==> config.mk <==
export PLATFORM = sky130hd
export DESIGN_NAME = sfu_unit
export DESIGN_NICKNAME = d
export VERILOG_FILES = /design/src/logic/sfu_pkg.sv /design/src/logic/sfu_csr_unit.sv /design/src/logic/sfu_dispatch_stage.sv /design/src/logic/sfu_rsp_arb.sv /design/src/logic/sfu_unit.sv /design/src/logic/sfu_wctl_unit.sv
export SDC_FILE = /design/constraint.sdc
export NUM_CORES = 1
export LEC_CHECK = 0
export BUFFER_PORTS_ARGS = -buffer_cell sky130_fd_sc_hd__buf_2
export CAP_MARGIN = 40
export CORE_ASPECT_RATIO = 0.75
export CORE_MARGIN = 5
export CORE_UTILIZATION = 60
export DETAILED_ROUTE_END_ITERATION = 6
export PLACE_DENSITY = 0.86
export RECOVER_POWER = 25
export SLEW_MARGIN = 20
export SYNTH_ARGS = -nofsm -noshare
export SYNTH_HDL_FRONTEND = slang
export SYNTH_SLANG_ARGS = --single-unit
==> constraint.sdc <==
create_clock -name clk -period 26.1 [get_ports clk]
set_clock_uncertainty 0.1 [all_clocks]
set_input_delay 2.61 -clock clk [delete_from_list [all_inputs] [get_ports clk]]
set_output_delay 2.61 -clock clk [all_outputs]
set_load 0.02 [all_outputs]
==> src/logic/sfu_pkg.sv <==
// SFU shared definitions
// Data widths, opcodes, request/commit/warp-control records and the CSR map

package sfu_pkg;

    localparam int XLEN      = 32;
    localparam int NUM_LANES = 4;
    localparam int WID_BITS  = 2;
    localparam int UUID_BITS = 8;

    localparam int NUM_WARPS     = 2 ** WID_BITS;
    localparam int LANE_BITS     = $clog2(NUM_LANES);
    localparam int CSR_ADDR_BITS = 12;

    // Read-only identity registers
    localparam logic [CSR_ADDR_BITS-1:0] CSR_WARP_ID   = 12'hCC0;
    localparam logic [CSR_ADDR_BITS-1:0] CSR_THREAD_ID = 12'hCC1;
    localparam logic [CSR_ADDR_BITS-1:0] CSR_CORE_ID   = 12'hCC2;

    typedef enum logic [2:0] {
        OP_TMC,
        OP_WSPAWN,
        OP_CSRRW,
        OP_CSRRS,
        OP_CSRRC
    } sfu_op_e;

    typedef struct packed {
        logic [UUID_BITS-1:0]                uuid;
        logic [WID_BITS-1:0]                 wid;
        logic [NUM_LANES-1:0]                tmask;
        sfu_op_e                             op;
        logic [XLEN-1:0]                     pc;
        logic [4:0]                          rd;
        logic                                wb;
        logic [CSR_ADDR_BITS-1:0]            csr_addr;
        logic [NUM_LANES-1:0][XLEN-1:0]      rs1_data;
        logic [NUM_LANES-1:0][XLEN-1:0]      rs2_data;
    } sfu_req_t;

    typedef struct packed {
        logic [UUID_BITS-1:0]                uuid;
        logic [WID_BITS-1:0]                 wid;
        logic [NUM_LANES-1:0]                tmask;
        logic [XLEN-1:0]                     pc;
        logic [4:0]                          rd;
        logic                                wb;
        logic [NUM_LANES-1:0][XLEN-1:0]      data;
    } sfu_commit_t;

    typedef struct packed {
        logic [WID_BITS-1:0]                 wid;
        sfu_op_e                             op;
        logic [NUM_LANES-1:0]                tmc_mask;
        logic [NUM_WARPS-1:0]                spawn_mask;
        logic [XLEN-1:0]                     spawn_pc;
    } warp_ctl_t;

    // Index of the lowest set bit, 0 when the mask is empty
    function automatic logic [LANE_BITS-1:0] lowest_lane(input logic [NUM_LANES-1:0] mask);
        logic [LANE_BITS-1:0] idx;
        idx = '0;
        for (int i = NUM_LANES - 1; i >= 0; i--) begin
            if (mask[i]) begin
                idx = LANE_BITS'(i);
            end
        end
        return idx;
    endfunction

endpackage

==> src/logic/sfu_csr_unit.sv <==
// SFU CSR unit
// CSRRW/CSRRS/CSRRC on scratch registers plus read-only warp, thread
// and core identity registers

`timescale 1ns/10ps

module sfu_csr_unit import sfu_pkg::*; #(
    parameter int CORE_ID     = 0,
    parameter int NUM_SCRATCH = 4
) (
    input  logic        clk,
    input  logic        reset,

    input  logic        exe_valid,
    input  sfu_req_t    exe_req,
    output logic        exe_ready,

    output logic        rsp_valid,
    output sfu_commit_t rsp,
    input  logic        rsp_ready
);

    localparam int SCR_BITS = (NUM_SCRATCH > 1) ? $clog2(NUM_SCRATCH) : 1;

    logic [XLEN-1:0]                scratch [NUM_SCRATCH];
    logic [SCR_BITS-1:0]            scr_idx;
    logic                           is_scratch;
    logic                           accept;
    logic [XLEN-1:0]                operand;
    logic [XLEN-1:0]                old_val;
    logic [XLEN-1:0]                new_val;
    logic [NUM_LANES-1:0][XLEN-1:0] lane_data;

    assign exe_ready = !rsp_valid || rsp_ready;
    assign accept    = exe_valid && exe_ready;

    assign is_scratch = exe_req.csr_addr < CSR_ADDR_BITS'(NUM_SCRATCH);
    assign scr_idx    = exe_req.csr_addr[SCR_BITS-1:0];
    assign operand    = exe_req.rs1_data[lowest_lane(exe_req.tmask)];

    always_comb begin
        old_val = '0;
        if (is_scratch) begin
            old_val = scratch[scr_idx];
        end else begin
            case (exe_req.csr_addr)
                CSR_WARP_ID: old_val = XLEN'(exe_req.wid);
                CSR_CORE_ID: old_val = XLEN'(CORE_ID);
                default:     old_val = '0;
            endcase
        end
    end

    always_comb begin
        case (exe_req.op)
            OP_CSRRW: new_val = operand;
            OP_CSRRS: new_val = old_val | operand;
            OP_CSRRC: new_val = old_val & ~operand;
            default:  new_val = old_val;
        endcase
    end

    // Thread id is the only per-lane value
    always_comb begin
        for (int i = 0; i < NUM_LANES; i++) begin
            lane_data[i] = (exe_req.csr_addr == CSR_THREAD_ID) ? XLEN'(i) : old_val;
        end
    end

    always_ff @(posedge clk) begin
        if (reset) begin
            for (int i = 0; i < NUM_SCRATCH; i++) begin
                scratch[i] <= '0;
            end
        end else if (accept && is_scratch) begin
            scratch[scr_idx] <= new_val;
        end
    end

    always_ff @(posedge clk) begin
        if (reset) begin
            rsp_valid <= 1'b0;
        end else if (accept) begin
            rsp_valid <= 1'b1;
        end else if (rsp_ready) begin
            rsp_valid <= 1'b0;
        end
    end

    always_ff @(posedge clk) begin
        if (accept) begin
            rsp.uuid  <= exe_req.uuid;
            rsp.wid   <= exe_req.wid;
            rsp.tmask <= exe_req.tmask;
            rsp.pc    <= exe_req.pc;
            rsp.rd    <= exe_req.rd;
            rsp.wb    <= exe_req.wb;
            rsp.data  <= lane_data;
        end
    end

endmodule

==> src/logic/sfu_dispatch_stage.sv <==
// SFU dispatch stage
// One-entry register for issued instructions, routed to the warp-control
// or CSR unit by opcode

`timescale 1ns/10ps

module sfu_dispatch_stage import sfu_pkg::*; (
    input  logic     clk,
    input  logic     reset,

    input  logic     req_valid,
    input  sfu_req_t req,
    output logic     req_ready,

    output logic     wctl_valid,
    input  logic     wctl_ready,
    output logic     csr_valid,
    input  logic     csr_ready,
    output sfu_req_t exe_req
);

    logic     full;
    sfu_req_t entry;
    logic     is_wctl;
    logic     sel_ready;

    assign is_wctl = (entry.op == OP_TMC) || (entry.op == OP_WSPAWN);

    assign wctl_valid = full && is_wctl;
    assign csr_valid  = full && !is_wctl;
    assign exe_req    = entry;

    // Ready follows whichever unit the held entry targets
    assign sel_ready = is_wctl ? wctl_ready : csr_ready;
    assign req_ready = !full || sel_ready;

    always_ff @(posedge clk) begin
        if (reset) begin
            full <= 1'b0;
        end else if (req_valid && req_ready) begin
            full <= 1'b1;
        end else if (sel_ready) begin
            full <= 1'b0;
        end
    end

    always_ff @(posedge clk) begin
        if (req_valid && req_ready) begin
            entry <= req;
        end
    end

endmodule

==> src/logic/sfu_rsp_arb.sv <==
// SFU response arbiter
// Round-robin merge of the two unit results into one registered commit

`timescale 1ns/10ps

module sfu_rsp_arb import sfu_pkg::*; (
    input  logic              clk,
    input  logic              reset,

    input  logic [1:0]        in_valid,
    input  sfu_commit_t [1:0] in_rsp,
    output logic [1:0]        in_ready,

    output logic              commit_valid,
    output sfu_commit_t       commit,
    input  logic              commit_ready
);

    logic last;
    logic sel;
    logic load;
    logic any_valid;

    assign any_valid = |in_valid;
    assign load      = !commit_valid || commit_ready;

    // On contention the input not granted last wins
    always_comb begin
        case (in_valid)
            2'b11:   sel = ~last;
            2'b10:   sel = 1'b1;
            default: sel = 1'b0;
        endcase
    end

    assign in_ready[0] = load && !sel;
    assign in_ready[1] = load && sel;

    always_ff @(posedge clk) begin
        if (reset) begin
            commit_valid <= 1'b0;
            // Warp control goes first after reset
            last         <= 1'b1;
        end else if (load) begin
            commit_valid <= any_valid;
            if (any_valid) begin
                last <= sel;
            end
        end
    end

    always_ff @(posedge clk) begin
        if (load && any_valid) begin
            commit <= in_rsp[sel];
        end
    end

endmodule

==> src/logic/sfu_unit.sv <==
// SFU top level
// Dispatch stage, warp-control and CSR units, and the commit arbiter

`timescale 1ns/10ps

module sfu_unit import sfu_pkg::*; #(
    parameter int CORE_ID     = 0,
    parameter int NUM_SCRATCH = 4
) (
    input  logic        clk,
    input  logic        reset,

    input  logic        req_valid,
    input  sfu_req_t    req,
    output logic        req_ready,

    output logic        commit_valid,
    output sfu_commit_t commit,
    input  logic        commit_ready,

    output logic        ctl_valid,
    output warp_ctl_t   ctl
);

    logic              wctl_valid;
    logic              wctl_ready;
    logic              csr_valid;
    logic              csr_ready;
    sfu_req_t          exe_req;

    // Arbiter input 0 is warp control, input 1 is CSR
    logic [1:0]        rsp_valid;
    logic [1:0]        rsp_ready;
    sfu_commit_t [1:0] rsp;

    sfu_dispatch_stage u_dispatch (
        .clk        (clk),
        .reset      (reset),
        .req_valid  (req_valid),
        .req        (req),
        .req_ready  (req_ready),
        .wctl_valid (wctl_valid),
        .wctl_ready (wctl_ready),
        .csr_valid  (csr_valid),
        .csr_ready  (csr_ready),
        .exe_req    (exe_req)
    );

    sfu_wctl_unit u_wctl (
        .clk        (clk),
        .reset      (reset),
        .exe_valid  (wctl_valid),
        .exe_req    (exe_req),
        .exe_ready  (wctl_ready),
        .ctl_valid  (ctl_valid),
        .ctl        (ctl),
        .rsp_valid  (rsp_valid[0]),
        .rsp        (rsp[0]),
        .rsp_ready  (rsp_ready[0])
    );

    sfu_csr_unit #(
        .CORE_ID     (CORE_ID),
        .NUM_SCRATCH (NUM_SCRATCH)
    ) u_csr (
        .clk        (clk),
        .reset      (reset),
        .exe_valid  (csr_valid),
        .exe_req    (exe_req),
        .exe_ready  (csr_ready),
        .rsp_valid  (rsp_valid[1]),
        .rsp        (rsp[1]),
        .rsp_ready  (rsp_ready[1])
    );

    sfu_rsp_arb u_rsp_arb (
        .clk          (clk),
        .reset        (reset),
        .in_valid     (rsp_valid),
        .in_rsp       (rsp),
        .in_ready     (rsp_ready),
        .commit_valid (commit_valid),
        .commit       (commit),
        .commit_ready (commit_ready)
    );

endmodule

==> src/logic/sfu_wctl_unit.sv <==
// SFU warp-control unit
// Executes TMC and WSPAWN, raises a one-cycle event to the scheduler and
// retires each instruction with an empty commit record

`timescale 1ns/10ps

module sfu_wctl_unit import sfu_pkg::*; (
    input  logic        clk,
    input  logic        reset,

    input  logic        exe_valid,
    input  sfu_req_t    exe_req,
    output logic        exe_ready,

    output logic        ctl_valid,
    output warp_ctl_t   ctl,

    output logic        rsp_valid,
    output sfu_commit_t rsp,
    input  logic        rsp_ready
);

    logic [LANE_BITS-1:0] lane;
    logic [XLEN-1:0]      op_a;
    logic [XLEN-1:0]      op_b;
    logic                 accept;
    warp_ctl_t            ctl_next;

    assign exe_ready = !rsp_valid || rsp_ready;
    assign accept    = exe_valid && exe_ready;

    // Operands come from the lowest active thread
    assign lane = lowest_lane(exe_req.tmask);
    assign op_a = exe_req.rs1_data[lane];
    assign op_b = exe_req.rs2_data[lane];

    always_comb begin
        ctl_next     = '0;
        ctl_next.wid = exe_req.wid;
        ctl_next.op  = exe_req.op;
        if (exe_req.op == OP_TMC) begin
            ctl_next.tmc_mask = op_a[NUM_LANES-1:0];
        end else if (exe_req.op == OP_WSPAWN) begin
            // Low warps up to the requested count
            for (int w = 0; w < NUM_WARPS; w++) begin
                ctl_next.spawn_mask[w] = op_a > XLEN'(w);
            end
            ctl_next.spawn_pc = op_b;
        end
    end

    always_ff @(posedge clk) begin
        if (reset) begin
            ctl_valid <= 1'b0;
            rsp_valid <= 1'b0;
        end else begin
            ctl_valid <= accept;
            if (accept) begin
                rsp_valid <= 1'b1;
            end else if (rsp_ready) begin
                rsp_valid <= 1'b0;
            end
        end
    end

    always_ff @(posedge clk) begin
        if (accept) begin
            ctl       <= ctl_next;
            rsp.uuid  <= exe_req.uuid;
            rsp.wid   <= exe_req.wid;
            rsp.tmask <= exe_req.tmask;
            rsp.pc    <= exe_req.pc;
            rsp.rd    <= exe_req.rd;
            rsp.wb    <= 1'b0;
            rsp.data  <= '0;
        end
    end

endmodule

==> impl_metrics.toml, run 1 <==
[global_route]
grt_antenna_before_repair = 20
grt_pass1_vias = 17500
grt_pass1_wl_um = 107000
grt_max_degree = 88
track_usage = 0.271
grt.overflow.total = 0

[final_layout]
drive_above_1_share = 0.361
fin_nets = 2583
stdcell_count = 2961
syn2layout_area_growth_pct = 18.0
nFillCells = 2921
fin_area_um2 = 34000

[hold_path]
holdCritStartpoint = "u_dispatch.exe_req[268]"
whs_path_depth = 0
hp-class = "register to register"
holdPathEnd = "u_csr.rsp[128]"

[logic_synthesis]
synth.largest_area_cell = "edfxtp_1"
syn-num-nets = 2114
synthArstFlopShare = 0
synth_area_leaders = "edfxtp_1, mux2_2, buf_4"
synth-edff-count = 717
synth_cell_types = 60
yosysTopAreaCellShare = 0.748
netlist_area_um2 = 28800
synth.most_common_cell = "edfxtp_1"
yosys_warnings = 0
synthCells = 1787
synth-main-ff-cell = "edfxtp_1"
seq_area_frac_synth = 0.754
avgSynthCellArea_um2 = 16.1
synth_common_cells = "edfxtp_1, nor2_1, buf_4"
synth_seq_cells = 725

[sta]
tns_ns = 0
rsz0062_at_grt = "no"
maxSlewViolCount = 252
max_freq_mhz = 155
setup_ws_ns = 19.66
worst-slew-pin-transition_ns = 3.26
setup_viol = 0
finalHoldViolCount = 0
maxSlewHeadroom = -1.17
fin_crit_sh = 0.247
finalCriticalPeriod_ns = 6.44

[worst_setup_path]
critPathMostFrequentCell = "buf_2"
crit_slowest_cell = "nor2b_1"
r2r-start = "u_dispatch.exe_req[310]"
r2r_slack_ns = 20.97
path_cells = "buf_2, nor2b_1, nand2_1, a21boi_0, o21ai_0, buf_2"
cp-start-kind = "input port"
crit_required_ns = 23.39
rr_endpoint = "u_csr.scratch[0][1]"
cp_slowest_stage_delay_ns = 0.36
endpoint_kind = "primary output"
cp_max_fo = 5
path_delay_family = "simple AND/OR/NAND/NOR gates"
r2r_cells = 7
arrival_ns = 3.73
criticalPathCategory = "input port to primary output"
crit_buf_inv = 2

[clock_network]
cts.repair.resized = 0
path_clk_slew_ns = 0.06
cts_made_buffers = 68
post_cts_buffers = 0
cts_root_buf = "clkbuf_16"
clock_sinks = 725
h-tree-depth = 3
clk_latency_ns = 0.62
cts_tree = "done"
cts.path.max_buffers = 3
cts_hold_buffers = 0

[placement]
io_buffers = 554
dpl_cell_area_um2 = 31800
dp.cells = 2825
place_ws_ns = 19.69
gp_congestion = 0.868
hpwl_um = 49500

[drt]
drt_iter0_markers = 2332
drc_errors = 0
post_drt_via_cell_ratio = 5.95
totalWireLength_um = 73000
antenna_left = 0
wl_per_cell_um = 24.6
first_pass_iters = 7
vias = 17600

[run]
drv_cap = 5

[die]
die_y_um = 200
core_um2 = 47400
die_area_um2 = 52500
start_util = 0.607
pin_count = 555
std_cell_rows = 69
fp.dieW_um = 263

[run_status]
violations = "capacitance limit, slew limit"
status = "finished with violations"

[power_and_ir_drop]
power_w = 0.00252
p_leak_nw = 12.7
vdd_drop_max_mv = 0.0742
power.density_nw_per_um2 = 74.3
-- per-stage QoR --
| step | utilization | hold WS, ns |
|---|---|---|
| after detailed placement | 0.670 | 0.305 |
| after CTS | 0.717 | 0.320 |
| after global routing | 0.717 | 0.328 |
| after global placement | 0.664 | 0.310 |
| after floorplan | - | 0.300 |
| final | 0.717 | 0.319 |
-- report_power, final --
group	switching (W)	internal (W)
sequential	0.0000174	0.00133
combinational	0.000109	0.0000637
clock	0.000419	0.000579
-- layout make-up --
class                      count  area, um2  share of cell area
timing repair buffer         590       3160              0.0931
sequential                   725      21700               0.639
clock buffer                  83       1820              0.0536
clock inverter                39        419              0.0123
multi-input combinational    834       5890               0.173
inverter                      37        146             0.00431
antenna                       14       35.0             0.00103
tap                          639        800              0.0235
-- worst max-delay path by stage --
stage	from	to	slack, ns	depth (start not counted)
floorplan	commit_ready	u_dispatch.exe_req[0]	15.47	5
finish	commit_ready	req_ready	19.66	6
detailed placement	commit_ready	req_ready	19.69	6
CTS	commit_ready	req_ready	19.69	6
global route	commit_ready	req_ready	19.55	6
global placement	commit_ready	u_dispatch.exe_req[115]	19.62	9
-- per-layer routing --
metal,up-vias,GRT usage,part of all wire
met2,1197,0.447,0.49
met4,8,0.0944,0.036
met5,-,0,0.00060
met1,8561,0.352,0.36
li1,7656,-,-
met3,196,0.0795,0.11
-- cells by family (layout without fill, tap and decap cells) --
family                 after synthesis  count (layout)  synth area share
buffers and inverters              228             749            0.0432
DFF                                725             725             0.754
and+or+nand+nor                    439             439            0.0794
AOI/OAI and AO/OA                  277             277            0.0654
muxes                              118             118            0.0583
other                                0              14                 0
-- sequential cells by signal (all words and copies together), names as in the netlist, named ones only --
| name | cells |
|---|---|
| u_wctl.rsp | 49 |
| u_rsp_arb.commit | 86 |
| u_wctl.rsp_valid | 1 |
| u_dispatch.exe_req | 323 |
| u_wctl.ctl | 45 |
| u_dispatch.full | 1 |
| u_rsp_arb.commit_valid | 1 |
| u_rsp_arb.last | 1 |
| u_csr.scratch | 128 |
| u_csr.rsp | 86 |
| u_csr.rsp_valid | 1 |
| u_wctl.ctl_valid | 1 |
-- cell usage in the layout, fill, tap and decap left out, types with 8 or more instances in the layout --
cell,Yosys,routed
a21boi_0,18,18
nand2b_1,30,28
and2_0,0,32
clkinv_1,0,13
a21oi_1,41,40
a21o_1,14,14
buf_2,12,542
nor3_1,19,19
clkbuf_1,74,33
clkbuf_16,0,71
nor3b_1,14,14
edfxtp_1,717,717
diode_2,0,14
mux4_2,31,31
o21a_1,8,8
bufinv_16,0,8
nor2b_1,22,19
o21ai_1,11,11
or3b_2,26,26
and2_1,66,34
inv_1,37,36
o31ai_1,23,23
nand2_1,62,62
and3_1,8,8
buf_4,97,16
nor2_1,159,157
o21ai_0,63,63
mux2_2,86,84
a311oi_1,32,32
a31oi_1,11,11
clkinv_2,0,10
Power figures use the tool's default switching activity.
==> run 2, diff against run 1 <==
Settings changed: ABC_AREA set to 1, CORE_UTILIZATION 60 to 50, PLACE_DENSITY 0.86 to 0.76.
Clock period 26.1 ns to 5.55 ns, I/O delays scaled along.
==> run 2 against run 1 <==
Against the previous run: the run now ends clean; routed wire length increased by 8.9%; synthesized cell count up 32%; via count is 17% higher; non-clock buffer count grew 191; power grew to 4.8 times the previous value; hold slack got worse by 0.29 ns; global-route usage shrank 3.3 points; combinational power rose to 6.5 times the previous value; clock-buffer cell count grew 4; die area rose by 24%; clock power increased to 4.7 times the previous value; critical path depth rose by 6; critical path type is now register to register; highest routed layer is now met4.
==> impl_metrics.toml, run 2 <==
[final_layout]
syn2layout_area_growth_pct = 23.8
stdcell_count = 3851
fin_nets = 3323
mostFrequentLayoutCell = "edfxtp_1"
largest_reg_flops = 323
layout_common_cells = "edfxtp_1, buf_2, nand2_1"
drive_above_1_share = 0.254
fin_area_um2 = 37100

[die]
std_cell_rows = 77
die_y_um = 222
pin_count = 555
core_um2 = 59200
start_util = 0.507
die_area_um2 = 65000
fp.dieW_um = 293

[global_route]
grt_pass1_wl_um = 120000
grt_max_degree = 146
grt_pass1_vias = 20600
track_usage = 0.238
grt_antenna_before_repair = 13
grt.overflow.total = 0

[logic_synthesis]
yosys_warnings = 0
synth-main-ff-cell = "edfxtp_1"
netlist_area_um2 = 30000
synth.most_common_cell = "edfxtp_1"
synth_common_cells = "edfxtp_1, nand2_1, nor2_1"
avgSynthCellArea_um2 = 12.8
synth_seq_cells = 725
synth_area_leaders = "edfxtp_1, nand2_1, nor2_1"
syn-num-nets = 2679
synthCells = 2352
synthArstFlopShare = 0
synth-edff-count = 717
synth_cell_types = 31
seq_area_frac_synth = 0.723
synth.largest_area_cell = "edfxtp_1"
yosysTopAreaCellShare = 0.718

[placement]
dp.cells = 3524
dpl_cell_area_um2 = 33100
gp_congestion = 0.864
hpwl_um = 51500
io_buffers = 554

[sta]
setup_viol = 0
finalHoldViolCount = 0
maxSlewHeadroom = 0.432
rsz0062_at_grt = "no"
worst-slew-pin-transition_ns = 0.851
maxSlewViolCount = 0
timing.hold.ws_ns = 0.0268
finalCriticalPeriod_ns = 3.57
fin_crit_sh = 0.643
max_freq_mhz = 280

[power_and_ir_drop]
vdd_drop_max_mv = 0.236
power.density_nw_per_um2 = 328
p_leak_nw = 14.7

[worst_setup_path]
arrival_ns = 3.80
endpoint_kind = "register"
r2r-start = "u_dispatch.exe_req[309]"
criticalPathCategory = "register to register"
r2r_slack_ns = 1.98
r2r_cells = 12
rr_endpoint = "u_csr.scratch[2][28]"
cp-start-kind = "register"
crit_required_ns = 5.78
cp_max_fo = 76

[clock_network]
cts_made_buffers = 72
cts_root_buf = "clkbuf_16"
clk_latency_ns = 0.61
h-tree-depth = 3
cts.path.max_buffers = 3
clock_sinks = 725
cts_tree = "done"
cts.repair.resized = 0
path_clk_slew_ns = 0.06

[drt]
drc_errors = 0
vias = 20600
antenna_left = 0
first_pass_iters = 6
post_drt_via_cell_ratio = 5.34
totalWireLength_um = 79500
drt_iter0_markers = 2062
wl_per_cell_um = 20.6

[hold_path]
hp-class = "input port to register"
holdCritStartpoint = "req[160]"
whs_path_depth = 1
holdPathEnd = "u_dispatch.exe_req[160]"

[run_status]
status = "completed"

[run]
drv_cap = 0
run 2: logic make-up (layout without fill, tap and decap cells):
family / after synthesis / in the layout / share of synthesized area
AO/OA/AOI/OAI: 278 / 278 / 0.0664
buffers and inverters: 371 / 1069 / 0.0628
flip-flops: 725 / 725 / 0.723
multiplexers: 51 / 51 / 0.0191
other: 0 / 11 / 0
AND/OR/NAND/NOR: 927 / 927 / 0.129
run 2: final cells by class:
class | count | area (um2)
inverter | 160 | 607
tap | 790 | 988
clock inverter | 41 | 340
clock buffer | 87 | 1890
antenna | 11 | 27.5
sequential | 725 | 21700
fill | 4463 | 22000
timing repair buffer | 781 | 5050
multi-input combinational | 1256 | 6540
run 2: worst max-delay path: stages (launching register included):
cell and delay, ns:
edfxtp_1 0.42, inv_2 0.07, buf_4 0.63, nand2_2 0.16
inv_4 0.58, buf_4 0.61, nand3_1 0.14, nand2_1 0.15
o21ai_0 0.08, nand2_1 0.09, nand2_1 0.05, nand2_1 0.11
nor2_1 0.05
run 2: worst max-delay path by stage:
stage,start,endpoint,slack [ns]
2_1_floorplan,commit_ready,u_dispatch.exe_req[0],-1.03
3_3_place_gp,u_dispatch.exe_req[309],u_csr.scratch[0][28],2.01
3_5_place_dp,u_dispatch.exe_req[309],u_csr.scratch[0][28],2.03
4_1_cts,u_dispatch.exe_req[309],u_csr.scratch[0][28],2.00
5_1_grt,u_dispatch.exe_req[309],u_csr.scratch[0][28],1.77
6_report,u_dispatch.exe_req[309],u_csr.scratch[2][28],1.98
run 2: routing by layer:
metal	global-route usage	share of wire	wire length, um	up-vias
met5	0	0	0	-
met3	0.0530	0.096	7630	170
met1	0.322	0.39	31100	9960
met2	0.382	0.48	38000	1095
li1	-	-	-	9357
met4	0.0865	0.035	2760	0
run 2: power breakdown:
| part | internal (W) | switching [W] | leakage (nW) | total [W] |
|---|---|---|---|---|
| Clock | 0.00259 | 0.00206 | 1.08 | 0.00465 |
| Sequential | 0.00630 | 0.0000920 | 6.99 | 0.00639 |
| Combinational | 0.000386 | 0.000748 | 6.67 | 0.00113 |
| Total | 0.00927 | 0.00290 | 14.7 | 0.0122 |
run 2: what timing repair did:
action | in CTS | in global routing
hold endpoints to repair | 187 | 0
setup buffers | 0 | 0
hold buffers | 187 | 0
endpoints found under the setup margin | 0 | 0
run 2: stage by stage:
stage / power (W) / utilization / setup TNS [ns] / setup slack [ns]
global placement: 0.00747 / 0.555 / 0 / 2.01
floorplan: 0.00715 / - / -342.28 / -1.03
finish: 0.0122 / 0.628 / 0 / 1.98
CTS: 0.0123 / 0.628 / 0 / 2.00
global route: 0.0126 / 0.628 / 0 / 1.77
detailed placement: 0.00752 / 0.559 / 0 / 2.03
==> run 3, diff against run 2 <==
Settings changed: CORE_UTILIZATION 50 to 56, PLACE_DENSITY 0.76 to 0.8.
Clock period 5.55 ns to 3.62 ns, I/O delays scaled along.
==> run 3 against run 2 <==
Against the previous run: power is 57% higher; routed wire length is 12% higher; highest routed layer is now met5; via count is 7.3% higher; core utilization is 10 points higher; critical path depth is 2 lower; sequential power is 54% higher; hold slack better by 0.29 ns; flip-flop and latch count stayed put.
==> impl_metrics.toml, run 3 (synthesized netlist as in run 2, its figures left out) <==
[run_status]
status = "completed"

[power_and_ir_drop]
power.density_nw_per_um2 = 497
sw_frac_of_total = 0.243
p_leak_nw = 15.3
p_switching_w = 0.00465
p_seq_frac = 0.512
p_comb_frac = 0.100
p_int_w = 0.0145
vdd_drop_max_mv = 0.489
clkPwrFrac = 0.387

[clock_network]
post_cts_buffers = 0
cts_root_buf = "clkbuf_16"
h-tree-depth = 3
cts_tree = "done"
cts_made_buffers = 71
clk_latency_ns = 0.62
path_clk_slew_ns = 0.07
clock_sinks = 725
cts.path.max_buffers = 3

[die]
fp.dieW_um = 277
die_y_um = 210
start_util = 0.566
die_area_um2 = 58300
core_um2 = 53000
std_cell_rows = 73
pin_count = 555

[sta]
rsz0062_at_grt = "no"
fin_crit_sh = 0.886
maxSlewViolCount = 0
tns_ns = 0
finalCriticalPeriod_ns = 3.21
setup_ws_ns = 0.414
worst-slew-pin-transition_ns = 0.870
finalHoldViolCount = 0
max_freq_mhz = 312
setup_viol = 0
maxSlewHeadroom = 0.420

[final_layout]
syn2layout_area_growth_pct = 28.5
finalCoreUtilization = 0.728
largest_reg_flops = 323
drive_above_1_share = 0.232
stdcell_count = 3921
mostFrequentLayoutCell = "edfxtp_1"
fin_nets = 3467
layout_common_cells = "edfxtp_1, nand2_1, buf_2"
nFillCells = 3346

[placement]
io_buffers = 554
place_ws_ns = 0.661
gp_congestion = 0.889
hpwl_um = 51500
dp.cells = 3450

[worst_setup_path]
arrival_ns = 3.55
crit_buf_inv = 3
cp_slowest_stage_delay_ns = 0.55
path_delay_family = "simple AND/OR/NAND/NOR gates"
cp_max_fo = 42
crit_slowest_cell = "inv_2"
r2r-start = "u_dispatch.exe_req[311]"
path_cells = "inv_1, nand2_1, nand2_4, nand2_4, buf_12, inv_2, nor2_1, nor2_1, o21ai_0, a21oi_1"
criticalPathCategory = "register to register"
endpoint_kind = "register"
startpoint = "u_dispatch.exe_req[311]"
cp-start-kind = "register"
crit_required_ns = 3.96

[drt]
post_drt_via_cell_ratio = 5.63
drc_errors = 0
wl_per_cell_um = 22.6
drt_iter0_markers = 2830
antenna_left = 0
first_pass_iters = 7
totalWireLength_um = 88700
vias = 22100

[global_route]
grt.overflow.total = 0
grt_max_degree = 96
grt_antenna_before_repair = 14
grt_pass1_wl_um = 133000
grt_pass1_vias = 22400
track_usage = 0.297

[hold_path]
holdCritStartpoint = "u_dispatch.exe_req[268]"
hp-class = "register to register"

[run]
drv_cap = 0
-- run 3: metrics by stage --
stage / power (W) / area (um2) / hold WS [ns]
2_1_floorplan: 0.0110 / 30100 / 0.300
3_3_place_gp: 0.0115 / 33000 / 0.311
3_5_place_dp: 0.0115 / 33000 / 0.307
4_1_cts: 0.0191 / 38600 / 0.322
5_1_grt: 0.0198 / 38500 / 0.343
6_report: 0.0192 / 38600 / 0.321
-- run 3: power groups by stage --
| stage | clock (W) | combinational, W | sequential, W |
|---|---|---|---|
| floorplan | 0 | 0.000920 | 0.0100 |
| global placement | 0 | 0.00152 | 0.00995 |
| detailed placement | 0 | 0.00157 | 0.00998 |
| CTS | 0.00742 | 0.00186 | 0.00980 |
| global route | 0.00786 | 0.00206 | 0.00984 |
| finish | 0.00743 | 0.00192 | 0.00982 |
-- run 3: timing repair --
item                      in CTS  in global routing
gates resized for setup        0                  0
hold buffers                 327                  0
hold endpoints to repair     330                  0
-- run 3: path summary, 6_finish.rpt --
check / to / slack (ns) / cells past startpoint
min reg2reg: u_csr.rsp[128] / 0.32 / 0
max reg2reg: u_wctl.ctl[25] / 0.41 / 10
max: u_wctl.ctl[25] / 0.41 / 10
min: u_csr.rsp[128] / 0.32 / 0
-- run 3: layer usage --
layer	global-route usage	share of wire	up-vias
met5	0	0.00015	-
met3	0.0792	0.10	323
met4	0.137	0.051	2
met1	0.371	0.35	10500
li1	-	-	9661
met2	0.493	0.49	1571
-- run 3: layout make-up --
class	count	area, um2	area share
Clock inverter	46	472	0.0122
Multi-Input combinational cell	1256	6550	0.170
Tap cell	712	891	0.0231
Timing Repair Buffer	926	6480	0.168
Inverter	160	606	0.0157
Antenna cell	14	35.0	0.000909
Clock buffer	82	1820	0.0472
Sequential cell	725	21700	0.563
